`config.mk`:
```
export PLATFORM = sky130hd
export DESIGN_NAME = bus_bit_engine_flat
export DESIGN_NICKNAME = d
export VERILOG_FILES = /design/src/serial_bus_pkg.sv /design/src/byte_shift_if.sv /design/src/bus_bit_engine.sv /design/src/flat_wrapper.sv
export SDC_FILE = /design/constraint.sdc
export NUM_CORES = 1
export LEC_CHECK = 0
export BUFFER_PORTS_ARGS = -buffer_cell sky130_fd_sc_hd__clkbuf_2
export CORE_ASPECT_RATIO = 0.9
export CORE_UTILIZATION = 54
export DETAILED_ROUTE_END_ITERATION = 7
export PLACE_DENSITY = 0.78
export SYNTH_ARGS = -nofsm -noshare
export SYNTH_HDL_FRONTEND = slang
export SYNTH_SLANG_ARGS = --single-unit
```
`constraint.sdc`:
```
create_clock -name CLK -period 2 [get_ports CLK]
set_input_delay 0.4 -clock CLK [delete_from_list [all_inputs] [get_ports CLK]]
set_output_delay 0.4 -clock CLK [all_outputs]
set_load 0.05 [all_outputs]
```
`src/serial_bus_pkg.sv`:
```
package serial_bus_pkg;

    // commands from the sequencer to the bit engine
    typedef enum logic [1:0] {
        CMD_START = 2'd0,  // also used for the repeated start
        CMD_STOP  = 2'd1,
        CMD_WRITE = 2'd2,  // byte out, slave ack in
        CMD_READ  = 2'd3   // byte in, master nack out
    } bus_cmd_e;

    typedef enum logic [2:0] {
        PH_IDLE      = 3'd0,
        PH_START     = 3'd1,
        PH_STOP      = 3'd2,
        PH_SHIFT_OUT = 3'd3,
        PH_ACK_IN    = 3'd4,
        PH_SHIFT_IN  = 3'd5,
        PH_ACK_OUT   = 3'd6,
        PH_DONE      = 3'd7
    } bit_phase_e;

endpackage

```
`src/byte_shift_if.sv`:
```
`timescale 1ns/1ps
interface byte_shift_if;
    import serial_bus_pkg::*;

    logic       req;      // four-phase request from the sequencer
    logic       ack;
    bus_cmd_e   cmd;
    logic [7:0] tx_byte;
    logic [7:0] rx_byte;  // valid after a read-byte command
    logic       nack;     // sampled ack bit, high when the slave did not ack

    modport master (
        output req, cmd, tx_byte,
        input  ack, rx_byte, nack
    );

    modport engine (
        input  req, cmd, tx_byte,
        output ack, rx_byte, nack
    );

endinterface

```
`src/bus_bit_engine.sv`:
```
`timescale 1ns/1ps
module bus_bit_engine #(
    parameter int CLK_DIV = 2
) (
    input  logic         CLK,
    input  logic         RESET,
    byte_shift_if.engine bus,
    output logic         SCL,
    input  logic         sda_in,
    output logic         sda_out_en
);
    import serial_bus_pkg::*;

    localparam int DIV_W = (CLK_DIV > 1) ? $clog2(CLK_DIV) : 1;
    localparam logic [DIV_W-1:0] DIV_LAST = DIV_W'(CLK_DIV - 1);

    bit_phase_e       phase;
    logic [DIV_W-1:0] div_cnt;
    logic [1:0]       qtr;      // quarter within the current bit
    logic [2:0]       bit_cnt;
    logic [7:0]       shreg;
    logic             active;
    logic             tick;     // last cycle of a quarter
    logic             bit_end;
    logic             sample;
    logic             scl_hi;
    logic             scl_d;
    logic             oe_d;

    assign active  = (phase != PH_IDLE) && (phase != PH_DONE);
    assign tick    = active && (div_cnt == DIV_LAST);
    assign bit_end = tick && (qtr == 2'd3);
    assign sample  = tick && (qtr == 2'd1);  // middle of scl high
    assign scl_hi  = qtr[0] ^ qtr[1];        // high in q1 and q2

    assign bus.rx_byte = shreg;

    // line levels for the next cycle
    always_comb
    begin
        scl_d = SCL;
        oe_d  = sda_out_en;
        case (phase)
            PH_START:
            begin
                scl_d = scl_hi;
                oe_d  = qtr[1];        // sda falls in q2, scl high
            end
            PH_STOP:
            begin
                scl_d = (qtr != 2'd0);
                oe_d  = ~qtr[1];       // sda rises in q2, scl high
            end
            PH_SHIFT_OUT:
            begin
                scl_d = scl_hi;
                oe_d  = ~shreg[7];     // msb first
            end
            PH_ACK_IN, PH_SHIFT_IN, PH_ACK_OUT:
            begin
                scl_d = scl_hi;
                oe_d  = 1'b0;          // released, in ack out this is the nack
            end
            default: ;                 // lines hold between commands
        endcase
    end

    always_ff @(posedge CLK)
    begin
        if (RESET)
        begin
            phase      <= PH_IDLE;
            div_cnt    <= '0;
            qtr        <= 2'd0;
            bit_cnt    <= 3'd0;
            bus.ack    <= 1'b0;
            bus.nack   <= 1'b0;
            SCL        <= 1'b1;
            sda_out_en <= 1'b0;
        end
        else
        begin
            SCL        <= scl_d;
            sda_out_en <= oe_d;

            if (!active || tick)
                div_cnt <= '0;
            else
                div_cnt <= div_cnt + 1'b1;

            if (tick)
                qtr <= qtr + 2'd1;

            case (phase)
                PH_IDLE:
                    if (bus.req)
                    begin
                        qtr     <= 2'd0;
                        bit_cnt <= 3'd0;
                        case (bus.cmd)
                            CMD_START: phase <= PH_START;
                            CMD_STOP:  phase <= PH_STOP;
                            CMD_WRITE: phase <= PH_SHIFT_OUT;
                            default:   phase <= PH_SHIFT_IN;
                        endcase
                    end
                PH_START, PH_STOP, PH_ACK_OUT:
                    if (bit_end)
                    begin
                        phase   <= PH_DONE;
                        bus.ack <= 1'b1;
                    end
                PH_SHIFT_OUT:
                    if (bit_end)
                    begin
                        bit_cnt <= bit_cnt + 3'd1;
                        if (bit_cnt == 3'd7)
                            phase <= PH_ACK_IN;
                    end
                PH_ACK_IN:
                begin
                    if (sample)
                        bus.nack <= sda_in;
                    if (bit_end)
                    begin
                        phase   <= PH_DONE;
                        bus.ack <= 1'b1;
                    end
                end
                PH_SHIFT_IN:
                    if (bit_end)
                    begin
                        bit_cnt <= bit_cnt + 3'd1;
                        if (bit_cnt == 3'd7)
                            phase <= PH_ACK_OUT;
                    end
                PH_DONE:
                    if (!bus.req)
                    begin
                        bus.ack <= 1'b0;  // drops the cycle after req
                        phase   <= PH_IDLE;
                    end
                default: phase <= PH_IDLE;
            endcase
        end
    end

    // byte shifter, out on write and in on read
    always_ff @(posedge CLK)
    begin
        if (phase == PH_IDLE && bus.req && bus.cmd == CMD_WRITE)
            shreg <= bus.tx_byte;
        else if (phase == PH_SHIFT_OUT && bit_end)
            shreg <= {shreg[6:0], 1'b0};
        else if (phase == PH_SHIFT_IN && sample)
            shreg <= {shreg[6:0], sda_in};
    end

endmodule

```
`src/flat_wrapper.sv`:
```
// flat-port wrapper written by rule: the top's interface ports become plain ports
module bus_bit_engine_flat import serial_bus_pkg::*;
#(
    parameter int CLK_DIV = 2
)
  (CLK, RESET, SCL, sda_in, sda_out_en, bus_req, bus_cmd, bus_tx_byte, bus_ack, bus_rx_byte, bus_nack);
  byte_shift_if bus_i ();
  input  logic CLK;
  input  logic RESET;
  output logic SCL;
  input  logic sda_in;
  output logic sda_out_en;
  input wire logic [$bits(bus_i.req)-1:0] bus_req;
  input wire logic [$bits(bus_i.cmd)-1:0] bus_cmd;
  input wire logic [$bits(bus_i.tx_byte)-1:0] bus_tx_byte;
  output wire logic [$bits(bus_i.ack)-1:0] bus_ack;
  output wire logic [$bits(bus_i.rx_byte)-1:0] bus_rx_byte;
  output wire logic [$bits(bus_i.nack)-1:0] bus_nack;
  assign bus_i.req = bus_req;
  assign bus_i.cmd = bus_cmd;
  assign bus_i.tx_byte = bus_tx_byte;
  assign bus_ack = bus_i.ack;
  assign bus_rx_byte = bus_i.rx_byte;
  assign bus_nack = bus_i.nack;
  bus_bit_engine #(.CLK_DIV(CLK_DIV)) u_core (.CLK(CLK), .RESET(RESET), .bus(bus_i), .SCL(SCL), .sda_in(sda_in), .sda_out_en(sda_out_en));
endmodule
```
# Word-level counts from Yosys, hierarchy flattened
# Cells that the tools add are included.
[totals]
out_inout_bits = 12
word_cells = 87
reg_bits = 21
in_bits = 14
[classes]
eq_ne = 21
n_bitwise = 3
muxes = 23
add_sub_neg = 3
n_reduce_logical = 28
[op_table]
columns = ["operator", "n"]
rows = [
  ["$mux 3", 9],
  ["$mux 8", 3],
  ["$eq 3x3->1 const B", 5],
  ["$pmux 3 s5", 1],
  ["$ne 2x1->1 const B", 6],
  ["$pmux 3 s3", 1],
  ["$logic_and 1x1->1", 8],
  ["$reduce_bool 2->1", 4],
  ["$reduce_and 7->1", 1],
  ["$eq 3x2->1 const B", 2],
  ["$mux 2", 3],
  ["$pmux 3 s2", 1],
  ["$reduce_and 3->1", 2],
  ["$reduce_bool 3->1", 2],
  ["$reduce_or 5->1", 1],
  ["$eq 2x1->1 const B", 2],
  ["$eq 2x2->1 const B", 2],
  ["$ne 2x2->1 const B", 2],
  ["$pmux 1 s2", 2],
  ["$pmux 1 s4", 1],
  ["$reduce_bool 4->1", 1],
  ["$reduce_or 2->1", 2],
  ["$reduce_or 4->1", 1],
  ["$add 3x1->3 const B", 1],
  ["13 further kinds", 15],
]

# Longest topological paths before layout
[logic_depth]
depth_word = 8
depth_mapped = 7

# Worst setup path after synthesis
# OpenSTA, ideal clock, no wires.
[synth_timing]
path_type = "register -> register"
start = "reg u_core.qtr[1]"
end = "reg u_core.shreg[0], in the netlist u_core.bus.rx_byte[0] (enable)"
arrival_ns = 1.376
n_path_buf = 1
setup_slack_ns = 0.246
path_stages_with_launch = 6
synth_period_minus_slack_ns = 1.754
path_cell_list = "dfxtp_1 > ha_1 > and2_1 > buf_6 > nand3_4 > o221ai_1"
[synth_via]
elab_chain_len = 4
word_cells_on_any_way = 7
cone_classes = "2 x eq/ne; 5 x reduce/logical"
[synth_rtl]
columns = ["item", "line_no", "rtl"]
rows = [
  ["start, declared", "bus_bit_engine.sv:19", "logic [1:0] qtr;"],
  ["start signal, assigned", "bus_bit_engine.sv:92", "qtr <= qtr + 2'd1;"],
  ["$eq 2x1->1 / $eq 2x2->1 (equally long branches)", "bus_bit_engine.sv:33, bus_bit_engine.sv:32", ""],
  ["$logic_and 1x1->1, on equally long branches", "bus_bit_engine.sv:33, bus_bit_engine.sv:32", ""],
  ["$logic_and 1x1->1, on equally long branches", "bus_bit_engine.sv:155, bus_bit_engine.sv:153", ""],
  ["$reduce_bool 3->1 (no source line) (*)", "--", ""],
  ["end signal, assigned", "bus_bit_engine.sv:152", "shreg <= bus.tx_byte;"],
  ["end signal, assigned", "bus_bit_engine.sv:154", "shreg <= {shreg[6:0], 1'b0};"],
  ["end signal, assigned", "bus_bit_engine.sv:156", "shreg <= {shreg[6:0], sda_in};"],
  ["end, declared", "bus_bit_engine.sv:21", "logic [7:0] shreg;"],
]
# Mark *: on every way between the ends. The rest lies on a longest branch, timed or not.
# A chain may end at the register's enable or synchronous reset.

# Final worst setup path
[layout_timing]
start = "reg u_core.qtr[0]"
end = "reg u_core.shreg[0], in the netlist u_core.bus.rx_byte[0] (enable)"
# The elaborated chain is that of the path after synthesis.

==> results by group <==
Run status
  • Run status: finished, final reports clean

Hold path
  • Worst min-delay path class: in -> reg
  • Critical hold path startpoint: sda_in

Synth
  • Mapped Area: 1360 sq um
  • Cell variety after synth: 45
  • Syn_nets: 160
  • Sequential element share of the synthesized area: 36.9%
  • Synth Warn #: 0
  • Main synth FF type: dfxtp_1
  • Post-synthesis register bit count: 21
  • Syn Inst Count: 138
  • Yosys top cell by area: dfxtp_1
  • Synthesized area per cell: 9.84 sq um
  • Post-synth top area share: 19.2%
  • Post-synth EDFFs: 8
  • Synth area leaders: dfxtp_1 (19%), edfxtp_1 (18%), mux2_4 (8.8%), ha_1 (7.4%), mux2i_1 (3.7%)
  • Fraction of registers with async set/reset: 0%

Worst setup path
  • Setup CP Type: reg -> reg
  • Reg2Reg Setup Slack: 150 ps
  • Worst Setup SP: u_core.qtr[0]
  • Reg-to-reg endpoint: u_core.bus.rx_byte[0]
  • CP endpoint: u_core.bus.rx_byte[0]
  • R2r worst-path depth: 4
  • Reg-to-Reg Start: u_core.qtr[0]
  • Worst EP required: 1940 ps
  • Worst setup EP type: register
  • Worst setup SP type: register
  • CP arrival: 1790 ps
  • Crit path max fanout: 8

Die
  • # rows: 16
  • Core area: 2280 sq um
  • Initial core utilization: 59.5%
  • Die extent in x: 54.9 microns
  • I/O pin cnt: 26
  • Die Y: 49.6 microns
  • Die area: 2720 sq um

Timing
  • Min cycle time layout: 1850 ps
  • Final setup fails: 0
  • Maximum clock frequency: 541 MHz
  • Clock Skew: 12.4 ps
  • RSZ-0062 raised after global routing: false
  • Fin crit share: 92.5%
  • Fin Setup TNS: 0 ps
  • Final Hold Violating Endpoints: 0
  • Worst Tran Pin Value: 790 ps
  • Slew margin rel.: 47.3%
  • Max-slew violation count: 0

Cells and area
  • Final nets: 192
  • Fillcell total: 187
  • Inserted Diodes: 0
  • Layout cells sized above 1: 32.5%
  • P&R area growth vs syn: 14.8%
  • Final Non-Filler Cells: 196

Routing
  • Drt initial violations: 35
  • DRC: 0
  • Avg WL per Cell: 15.5 microns
  • Via density: 5.86
  • Post-route antenna net violation count: 0
  • Final WL: 3.04 mm
  • Pre-Repair DR Iteration Count: 4
  • DR vias: 1149

Place
  • GPL Wtd Cong: 0.959
  • Port-buffer cells: 25
  • Placed wire-length estimate: 2.30 mm
  • Placed Cells: 192

Global route
  • Vias in the first global route: 1144
  • Global Route Usage Sum: 26.0%
  • First-pass GRT wire length: 5.14 mm
  • Initial antenna violation count: 0
  • Largest net degree at the start of global routing: 17
  • Total grt overflow: 0

Power
  • Power per cell area: 1100 nW/um^2
  • Leakage: 0.688 nW
  • Peak VDD IR: 0.000823 V

CTS
  • Clk Latency, worst-skew pair: 310 ps
  • # H-tree levels: 1
  • Clock Root Buffer: clkbuf_4
  • CTS Hold Bufs: 0
  • CTS sink count: 21
  • Clock buffer count from CTS: 3
  • Post_cts resized: 0
  • Clock transition at path regs: 120 ps
  • CTS Buffer Depth: 2
  • Number of setup buffers added after CTS: 0
  • TritonCTS clock tree: built

Flow run
  • Total of max-cap violations: 0
[per-stage QoR]
stage	hold WS, ps	worst slack (ps)	util [%]	instance area [sq um]	power [mW]
after global placement	465	229	67.2	1530	1.48
after detailed placement	489	139	67.2	1530	1.51
after floorplan	455	246	-	1360	1.29
after global routing	366	25.2	68.3	1560	1.83
final	363	150	68.3	1560	1.72
after CTS	351	151	68.3	1560	1.72
[registers in the layout (all words and copies together) (netlist names)]
signal,count
u_core.bus.ack,1
u_core.phase,3
u_core.bus.rx_byte,8
u_core.qtr,2
u_core.bus.nack,1
u_core.sda_out_en,1
u_core.bit_cnt,3
u_core.SCL,1
u_core.div_cnt,1
[routing by layer]
metal	vias to the layer above	global-route usage [%]	wire, microns
li1	565	-	-
met3	5	10.2	273
met2	51	39.2	1430
met4	0	6.41	21
met5	-	0	0
met1	528	34.3	1310
[cell families (layout without fill, tap and decap cells)]
logic type               Yosys count  count (layout)  share of synthesized area (%)
AO/OA/AOI/OAI                     33              33                           16.8
adder cells (fa/ha/maj)            8               8                           7.37
AND/OR/NAND/NOR                   45              45                           18.6
flip-flops                        21              21                           36.9
XOR/XNOR                           2               2                           1.29
multiplexers                      13              13                           12.5
buffers and inverters             16              47                           6.54
[critical path: stages (launching register included)]
cell,delay [ps]
dfxtp_1,400
ha_1,180
and2_1,190
nand3_4,90
o221ai_1,620
[power by group]
part	internal (mW)	total, mW	leakage (nW)	switching [mW]
combinational	0.354	0.919	0.494	0.565
clock	0.0778	0.207	0.0150	0.129
sequential	0.532	0.597	0.179	0.0647
total	0.963	1.72	0.688	0.759
[area by class of cell]
class                      count  area, sq um  share of cell area, %
clock buffer                   4         26.3                   1.69
multi-input combinational    101          768                   49.3
tap                           27         33.8                   2.17
timing repair buffer          35          200                   12.8
sequential                    21          500                   32.1
inverter                       8         30.0                   1.93
[placed cells by master (no fill, tap or decap), drive strengths merged, types with 2 or more instances in the layout]
master	instances
edfxtp	8
a22oi	2
or2b	2
buf	10
a21boi	2
nand2	14
mux2	8
nor2	10
ha	8
clkbuf	29
nand2b	3
a21oi	5
inv	8
xnor2	2
o22ai	3
dfxtp	13
o21ai	7
nand3	5
mux2i	5
a31oi	2
a211oi	4
nor3	5
[synth_stat cells, types with 2 or more instances]
cell type  count
o21ai_1        3
a31oi_1        2
o21ai_0        4
xnor2_1        2
mux2_4         8
nand3_1        4
a21oi_1        5
o22ai_1        3
a211oi_1       4
clkbuf_1       2
mux2i_1        5
ha_1           8
nor3_1         5
nor2_1         9
edfxtp_1       8
inv_1          8
nand2_1       12
dfxtp_1       13
or2b_2         2
nand2b_1       3
a22oi_1        2
buf_6          3
[worst min-delay path by stage]
stage	to	slack, ps	cells past startpoint
3_3_place_gp	u_core.bit_cnt[2]	470	2
3_5_place_dp	u_core.bit_cnt[1]	490	2
5_1_grt	u_core.bus.rx_byte[6]	370	2
2_1_floorplan	u_core.bit_cnt[1]	450	2
6_report	u_core.bus.nack	360	3
4_1_cts	u_core.bus.nack	350	3
Power figures use the tool's default switching activity.
