## config.mk

```make
export PLATFORM = sky130hd
export DESIGN_NAME = eeprom_sequencer_flat
export DESIGN_NICKNAME = d
export VERILOG_FILES = /design/src/eeprom_pkg.sv /design/src/serial_bus_pkg.sv /design/src/byte_shift_if.sv /design/src/eeprom_sequencer.sv /design/src/flat_wrapper.sv
export SDC_FILE = /design/constraint.sdc
export NUM_CORES = 1
export LEC_CHECK = 0
export BUFFER_PORTS_ARGS = -buffer_cell sky130_fd_sc_hd__buf_2
export CORE_ASPECT_RATIO = 1.1
export CORE_MARGIN = 1.5
export CORE_UTILIZATION = 55
export DETAILED_ROUTE_END_ITERATION = 8
export HOLD_SLACK_MARGIN = 0.12
export PLACE_DENSITY = 0.83
export REMOVE_ABC_BUFFERS = 1
export SYNTH_ARGS = -nofsm -noshare
export SYNTH_HDL_FRONTEND = slang
export SYNTH_SLANG_ARGS = --single-unit
```

## constraint.sdc

```tcl
create_clock -name CLK -period 6.4 [get_ports CLK]
set_clock_uncertainty 0.1 [all_clocks]
set_input_delay 1.92 -clock CLK [delete_from_list [all_inputs] [get_ports CLK]]
set_output_delay 1.92 -clock CLK [all_outputs]
set_load 0.05 [all_outputs]
```

## src/eeprom_pkg.sv

```systemverilog
package eeprom_pkg;

    // word address width of the 2 Kbyte part
    localparam int ADDR_W = 11;

    // device type code, upper nibble of the control byte
    localparam logic [3:0] DEV_CODE = 4'b1010;

    typedef enum logic {
        OP_WRITE = 1'b0,
        OP_READ  = 1'b1
    } host_op_e;

    // one-hot sequencer states
    typedef enum logic [9:0] {
        S_IDLE    = 10'b00_0000_0001,
        S_START   = 10'b00_0000_0010,
        S_CTRL_WR = 10'b00_0000_0100,  // control byte, r/w bit clear
        S_ADDR    = 10'b00_0000_1000,
        S_DATA    = 10'b00_0001_0000,
        S_RESTART = 10'b00_0010_0000,
        S_CTRL_RD = 10'b00_0100_0000,  // control byte, r/w bit set
        S_READ    = 10'b00_1000_0000,
        S_STOP    = 10'b01_0000_0000,
        S_DONE    = 10'b10_0000_0000   // host handshake
    } seq_state_e;

endpackage

```

## src/serial_bus_pkg.sv

```systemverilog
package serial_bus_pkg;

    // commands from the sequencer to the bit engine
    typedef enum logic [1:0] {
        CMD_START = 2'd0,  // also used for the repeated start
        CMD_STOP  = 2'd1,
        CMD_WRITE = 2'd2,  // byte out, slave ack in
        CMD_READ  = 2'd3   // byte in, master nack out
    } bus_cmd_e;

    typedef enum logic [2:0] {
        PH_IDLE      = 3'd0,
        PH_START     = 3'd1,
        PH_STOP      = 3'd2,
        PH_SHIFT_OUT = 3'd3,
        PH_ACK_IN    = 3'd4,
        PH_SHIFT_IN  = 3'd5,
        PH_ACK_OUT   = 3'd6,
        PH_DONE      = 3'd7
    } bit_phase_e;

endpackage

```

## src/byte_shift_if.sv

```systemverilog
`timescale 1ns/1ps
interface byte_shift_if;
    import serial_bus_pkg::*;

    logic       req;      // four-phase request from the sequencer
    logic       ack;
    bus_cmd_e   cmd;
    logic [7:0] tx_byte;
    logic [7:0] rx_byte;  // valid after a read-byte command
    logic       nack;     // sampled ack bit, high when the slave did not ack

    modport master (
        output req, cmd, tx_byte,
        input  ack, rx_byte, nack
    );

    modport engine (
        input  req, cmd, tx_byte,
        output ack, rx_byte, nack
    );

endinterface

```

## src/eeprom_sequencer.sv

```systemverilog
`timescale 1ns/1ps
module eeprom_sequencer (
    input  logic                          CLK,
    input  logic                          RESET,
    input  logic                          WR,
    input  logic                          RD,
    input  logic [eeprom_pkg::ADDR_W-1:0] ADDR,
    input  logic [7:0]                    WDATA,
    output logic [7:0]                    RDATA,
    output logic                          ACK,
    output logic                          NACK_ERR,
    byte_shift_if.master                  bus
);
    import eeprom_pkg::*;
    import serial_bus_pkg::*;

    seq_state_e        state;
    seq_state_e        state_next;  // next state after a clean command
    host_op_e          op;
    logic [ADDR_W-1:0] addr_q;
    logic [7:0]        wdata_q;
    logic              host_req;
    logic              cmd_done;
    logic              cmd_idle;

    assign host_req = WR || RD;
    assign cmd_done = bus.req && bus.ack;
    assign cmd_idle = !bus.req && !bus.ack;  // engine back in idle

    // command for the current state
    always_comb
    begin
        bus.cmd     = CMD_START;
        bus.tx_byte = 8'h00;
        state_next  = S_IDLE;
        case (state)
            S_START:
                state_next = S_CTRL_WR;
            S_CTRL_WR:
            begin
                bus.cmd     = CMD_WRITE;
                bus.tx_byte = {DEV_CODE, addr_q[ADDR_W-1:8], 1'b0};
                state_next  = S_ADDR;
            end
            S_ADDR:
            begin
                bus.cmd     = CMD_WRITE;
                bus.tx_byte = addr_q[7:0];
                state_next  = (op == OP_READ) ? S_RESTART : S_DATA;
            end
            S_DATA:
            begin
                bus.cmd     = CMD_WRITE;
                bus.tx_byte = wdata_q;
                state_next  = S_STOP;
            end
            S_RESTART:
                state_next = S_CTRL_RD;
            S_CTRL_RD:
            begin
                bus.cmd     = CMD_WRITE;
                bus.tx_byte = {DEV_CODE, addr_q[ADDR_W-1:8], 1'b1};
                state_next  = S_READ;
            end
            S_READ:
            begin
                bus.cmd    = CMD_READ;  // ends with master nack
                state_next = S_STOP;
            end
            S_STOP:
            begin
                bus.cmd    = CMD_STOP;
                state_next = S_DONE;
            end
            default: ;
        endcase
    end

    always_ff @(posedge CLK)
    begin
        if (RESET)
        begin
            state    <= S_IDLE;
            bus.req  <= 1'b0;
            ACK      <= 1'b0;
            NACK_ERR <= 1'b0;
        end
        else
        begin
            case (state)
                S_IDLE:
                    if (host_req)
                    begin
                        NACK_ERR <= 1'b0;
                        state    <= S_START;
                    end
                S_START, S_CTRL_WR, S_ADDR, S_DATA, S_RESTART,
                S_CTRL_RD, S_READ, S_STOP:
                begin
                    if (cmd_idle)
                        bus.req <= 1'b1;
                    else if (cmd_done)
                    begin
                        bus.req <= 1'b0;
                        // missing slave ack, skip to stop
                        if (bus.cmd == CMD_WRITE && bus.nack)
                        begin
                            NACK_ERR <= 1'b1;
                            state    <= S_STOP;
                        end
                        else
                            state <= state_next;
                        if (state == S_STOP)
                            ACK <= 1'b1;
                    end
                end
                S_DONE:
                    if (!host_req)
                    begin
                        ACK   <= 1'b0;
                        state <= S_IDLE;
                    end
                default: state <= S_IDLE;
            endcase
        end
    end

    // request capture and read data
    always_ff @(posedge CLK)
    begin
        if (state == S_IDLE && host_req)
        begin
            op      <= RD ? OP_READ : OP_WRITE;
            addr_q  <= ADDR;
            wdata_q <= WDATA;
        end
        if (state == S_READ && cmd_done)
            RDATA <= bus.rx_byte;
    end

endmodule

```

## src/flat_wrapper.sv

```systemverilog
// flat-port wrapper written by rule: the top's interface ports become plain ports
module eeprom_sequencer_flat import eeprom_pkg::*; import serial_bus_pkg::*;
  (CLK, RESET, WR, RD, ADDR, WDATA, RDATA, ACK, NACK_ERR, bus_req, bus_cmd, bus_tx_byte, bus_ack, bus_rx_byte, bus_nack);
  byte_shift_if bus_i ();
  input  logic CLK;
  input  logic RESET;
  input  logic WR;
  input  logic RD;
  input  logic [eeprom_pkg::ADDR_W-1:0] ADDR;
  input  logic [7:0] WDATA;
  output logic [7:0] RDATA;
  output logic ACK;
  output logic NACK_ERR;
  output wire logic [$bits(bus_i.req)-1:0] bus_req;
  output wire logic [$bits(bus_i.cmd)-1:0] bus_cmd;
  output wire logic [$bits(bus_i.tx_byte)-1:0] bus_tx_byte;
  input wire logic [$bits(bus_i.ack)-1:0] bus_ack;
  input wire logic [$bits(bus_i.rx_byte)-1:0] bus_rx_byte;
  input wire logic [$bits(bus_i.nack)-1:0] bus_nack;
  assign bus_req = bus_i.req;
  assign bus_cmd = bus_i.cmd;
  assign bus_tx_byte = bus_i.tx_byte;
  assign bus_i.ack = bus_ack;
  assign bus_i.rx_byte = bus_rx_byte;
  assign bus_i.nack = bus_nack;
  eeprom_sequencer u_core (.CLK(CLK), .RESET(RESET), .WR(WR), .RD(RD), .ADDR(ADDR), .WDATA(WDATA), .RDATA(RDATA), .ACK(ACK), .NACK_ERR(NACK_ERR), .bus(bus_i));
endmodule
```

==> Word level (Yosys, flattened, before mapping) <==
Index checks and enable logic that the tools add are counted.
{ "word_totals": {"reg_bits": 41, "latch_bits": 0, "ramBits": 0, "romBits": 0, "out_inout_bits": 21, "elab_cells": 66, "mem_count": 0} }
{ "classes": {"addsub": 0, "mul": 0, "n_div": 0, "order_cmp": 0, "n_eq_ne": 17, "n_shift": 0, "muxes": 23, "bitwise": 0, "reduce_logical": 18} }
{ "ops": {"columns": ["operator", "n"], "rows": [
  ["$pmux W10 S7", 1],
  ["$mux W10", 5],
  ["$pmux W8 S4", 1],
  ["$pmux W10 S3", 1],
  ["$mux W1", 11],
  ["$eq A10 B1 Y1 const B", 1],
  ["$eq A10 B10 Y1 const B", 1],
  ["$eq A10 B2 Y1 const B", 1],
  ["$eq A10 B3 Y1 const B", 1],
  ["$eq A10 B4 Y1 const B", 1],
  ["$eq A10 B5 Y1 const B", 1],
  ["$eq A10 B6 Y1 const B", 1],
  ["$eq A10 B7 Y1 const B", 1],
  ["$eq A10 B8 Y1 const B", 1],
  ["$eq A10 B9 Y1 const B", 1],
  ["$reduce_and A5 Y1", 2],
  ["$ne A2 B1 Y1 const B", 4],
  ["$reduce_or A8 Y1", 1],
  ["$mux W6", 1],
  ["$pmux W2 S3", 1],
  ["$reduce_bool A2 Y1", 3],
  ["$logic_and A1 B1 Y1", 5],
  ["$ne A2 B2 Y1 const B", 2],
  ["$pmux W1 S2", 2],
  ["7 further kinds", 8]
]} }

==> Longest topological paths before layout <==
{ "logic_depth": {"word_depth": 9, "ltp_mapped": 9, "depth_no_buf": 6} }

==> Worst setup path after synthesis <==
Ideal clock, no wire load.
{ "synth_path": {"kind": "flip-flop to output port", "start": "reg u_core.state[2]", "end": "out bus_tx_byte[5]", "arrival_ps": 2093, "required_time_ps": 4380, "setup_slack_ps": 2287, "path_stages_with_launch": 8, "path_buffers": 3, "path_cell_list": "dfxtp_1 buf_6 or4_4 buf_6 nor3_4 and3_2 clkbuf_1 a221o_1"} }
{ "synth_via": {"elab_chain_cells": 2, "word_cells_on_any_way": 5} }
{ "synth_lines": {"columns": ["element", "line_no", "text"], "rows": [
  ["start: declaration", "eeprom_sequencer.sv:17", "seq_state_e state;"],
  ["start signal: assignment", "eeprom_sequencer.sv:112", "state <= state_next;"],
  ["$eq A10 B7 Y1 (tied with other cells)", "eeprom_sequencer.sv:36", "case (state)"],
  ["$pmux W8 S4 (*)", "eeprom_sequencer.sv:36", null],
  ["end: declaration", "flat_wrapper.sv:16", "output wire logic [$bits(bus_i.tx_byte)-1:0] bus_tx_byte;"]
]} }
Every way passes the cells marked *; elsewhere a longest branch is shown, timed or not.

==> Worst setup path in the final report <==
{ "layout_path": {"start": "reg u_core.state[2]", "end": "out bus_tx_byte[4]"} }
The elaborated chain is that of the path after synthesis.

==> reports/metrics.cfg <==
[outcome]
status = finished, final reports clean

[global_routing]
grt_pass1_wl_um = 6279
grt_antenna_before_repair = 0
grtUsageTotal_pct = 21.68
grt_remaining_overflow = 0
grt_max_degree = 21
first_global_vias = 1429

[cells_and_area]
area.growth.synth_to_final_pct = 15.72
multi_input_area_sq_um = 734.5
final_util_pct = 66.65
drive_gt1_share_pct = 34.56
nets = 251
fin_area_sq_mm = 0.002238
final_cells = 265
fillCellCount = 293
diodes = 0
regArea_sq_mm = 0.001101

[yosys]
synth-simple-area-share_pct = 20.50
yosys_most_used_dff = edfxtp_1
synth_xor_area_share_pct = 1.358
synth_cell_types = 55
synth-compound-area-share_pct = 13.52
synth_warnings = 0
synth.area.mux_share_pct = 1.294
yosysMostFrequentCell = edfxtp_1
netlist_area_sq_mm = 0.001934
synth_fa_ha_area_share_pct = 1.294
post-synth-top-area-fraction_pct = 43.47
synth_top_family_by_area = simple AND/OR/NAND/NOR gates
avgSynthCellArea_sq_um = 11.58
async_flop_share_pct = 0
yosysSeqAreaShare_pct = 56.92
synth_commonest_cells = edfxtp_1 (28), nand2_1 (14), dfxtp_1 (13)
synth_seq_cells = 41
synth_top_cell_by_area = edfxtp_1
synth_edf_count = 28
synth_area_leaders = edfxtp_1 (43%), dfxtp_1 (13%), a21oi_1 (2.8%)
syn_inst = 167

[critical_path]
endpoint = bus_tx_byte[4]
crit_path_max_fanout = 9
cp-start-kind = register
worstSetupEndpointType = output pin
reg2reg_slack_ns = 3.77
worstPathRequired_ns = 4.38
rr_worst_depth = 5
cp-startpoint = u_core.state[2]$_SDFFE_PP0P_
regToRegEndpoint = u_core.addr_q[0]$_DFFE_PP_
worstPathArrival_ns = 2.32
crit_type = register to output pin
worstReg2RegStart = u_core.state[2]$_SDFFE_PP0P_

[clocking]
clock_latency_ns = 0.35
cts_tree = done
hold_buffers = 0
root_buffer = clkbuf_4
htreeDepth = 2
cts.repair.resized = 0
numCtsBuffers = 5
clk_pin_slew_ns = 0.12
clkSinkCount = 41
post_cts_buffers = 0
cts_buffer_depth = 2

[route]
drtIter0Drc = 37
wl_um = 3950
drc = 0
ant_nets = 0
num_vias = 1498
drt_pre_antenna_iters = 4
wl_per_cell_um = 14.91
avgViaCountPerCell = 5.653

[die]
num_rows = 22
fp.dieH_um = 65.20
floorplan.initialDensity_pct = 57.60
core-area_sq_mm = 0.003358
dieArea_sq_mm = 0.003882
fp.dieW_um = 59.55
boundaryPins = 54

[sta]
hold_violations = 0
rsz0062_at_grt = no
worst_pin_slew_ns = 0.7169
fin_setup_tns_ns = 0
fin_crit_sh_pct = 67.81
maxSlewViolCount = 0
slew_headroom_pct = 52.15
setup_viol = 0
max_freq_mhz = 230.4
period_minus_slack_ns = 4.340

[worst_hold_path]
hold_depth = 2
hold_class = register to register

[power]
ir_worst_vdd_mv = 0.1823
p_per_area_mw_per_mm2 = 219.6
leakagePower_nw = 0.9224

[place]
io_buffers = 53
place_congestion = 0.9038
dp_hpwl_um = 2928
dpl_cell_area_sq_mm = 0.002183
dp.cells = 257

[job]
maxCapViolations = 0

## logic make-up after synthesis
logic type / count (synthesis)
buf+inv: 17
xor+xnor: 3
mux: 2
flops: 41
compound gates: 37
fa+ha+maj: 2
simple gates: 65
## registers in the layout (all words and copies together), names as in the netlist
register and flops:
u_core.addr_q 11, u_core.RDATA 8, u_core.bus.req 1, u_core.state 10
u_core.wdata_q 8, u_core.op 1, u_core.NACK_ERR 1, u_core.ACK 1
## critical path, cell delays in order, from the launching register on
cell,delay (ns)
dfxtp_1,0.41
or4_4,0.62
nor3_4,0.18
and3_2,0.32
a22o_1,0.18
buf_2,0.26
## final cells by class
type | instances | share of cell area [%]
repair buffers | 53 | 11.85
multi-input cells | 109 | 32.81
clock buffers | 5 | 1.677
well taps | 48 | 2.683
clock inverters | 3 | 0.7826
flip-flops and latches | 41 | 49.19
inverters | 6 | 1.006
## worst min-delay path by stage
stage                       startpoint  slack (ns)                           end
2_1_floorplan      u_core.op$_DFFE_PP_        0.40  u_core.state[4]$_SDFFE_PP0P_
3_3_place_gp   u_core.ACK$_SDFFE_PP0P_        0.34       u_core.ACK$_SDFFE_PP0P_
3_5_place_dp   u_core.ACK$_SDFFE_PP0P_        0.36       u_core.ACK$_SDFFE_PP0P_
4_1_cts        u_core.ACK$_SDFFE_PP0P_        0.38       u_core.ACK$_SDFFE_PP0P_
5_1_grt        u_core.ACK$_SDFFE_PP0P_        0.38       u_core.ACK$_SDFFE_PP0P_
6_report       u_core.ACK$_SDFFE_PP0P_        0.37       u_core.ACK$_SDFFE_PP0P_
## stage by stage
stage | total power [mW] | worst slack (ns) | hold WS, ns
2_1_floorplan | 0.3511 | 2.571 | 0.3969
3_3_place_gp | 0.3709 | 2.468 | 0.3409
3_5_place_dp | 0.3740 | 2.477 | 0.3594
4_1_cts | 0.4946 | 2.072 | 0.3772
5_1_grt | 0.5093 | 1.988 | 0.3838
6_report | 0.4916 | 2.060 | 0.3704
## power breakdown
group | internal, mW | switching (mW) | total [mW]
clock | 0.0416 | 0.0821 | 0.124
combinational | 0.0197 | 0.0314 | 0.0511
sequential | 0.307 | 0.00968 | 0.317
total | 0.368 | 0.123 | 0.492
## routing by layer
layer | part of all wire (%) | routed length [um] | global-route usage (%)
met1 | 39 | 1530 | 25.26
met2 | 53 | 2084 | 37.64
met3 | 6.5 | 257 | 5.906
met4 | 1.9 | 77 | 7.778
met5 | 0 | 0 | 0
## cell usage in the layout (no fill, tap or decap), types with 3 or more instances in the layout
cell type and n:
a21oi_1 11, buf_2 53, clkbuf_4 5, dfxtp_1 13, edfxtp_1 28, inv_1 6, nand2_1 14, nor2_1 11
nor2b_1 3, nor3_1 5, nor3b_1 3, o21ai_0 9, or4_1 3
(Power assumes the default switching activity.)
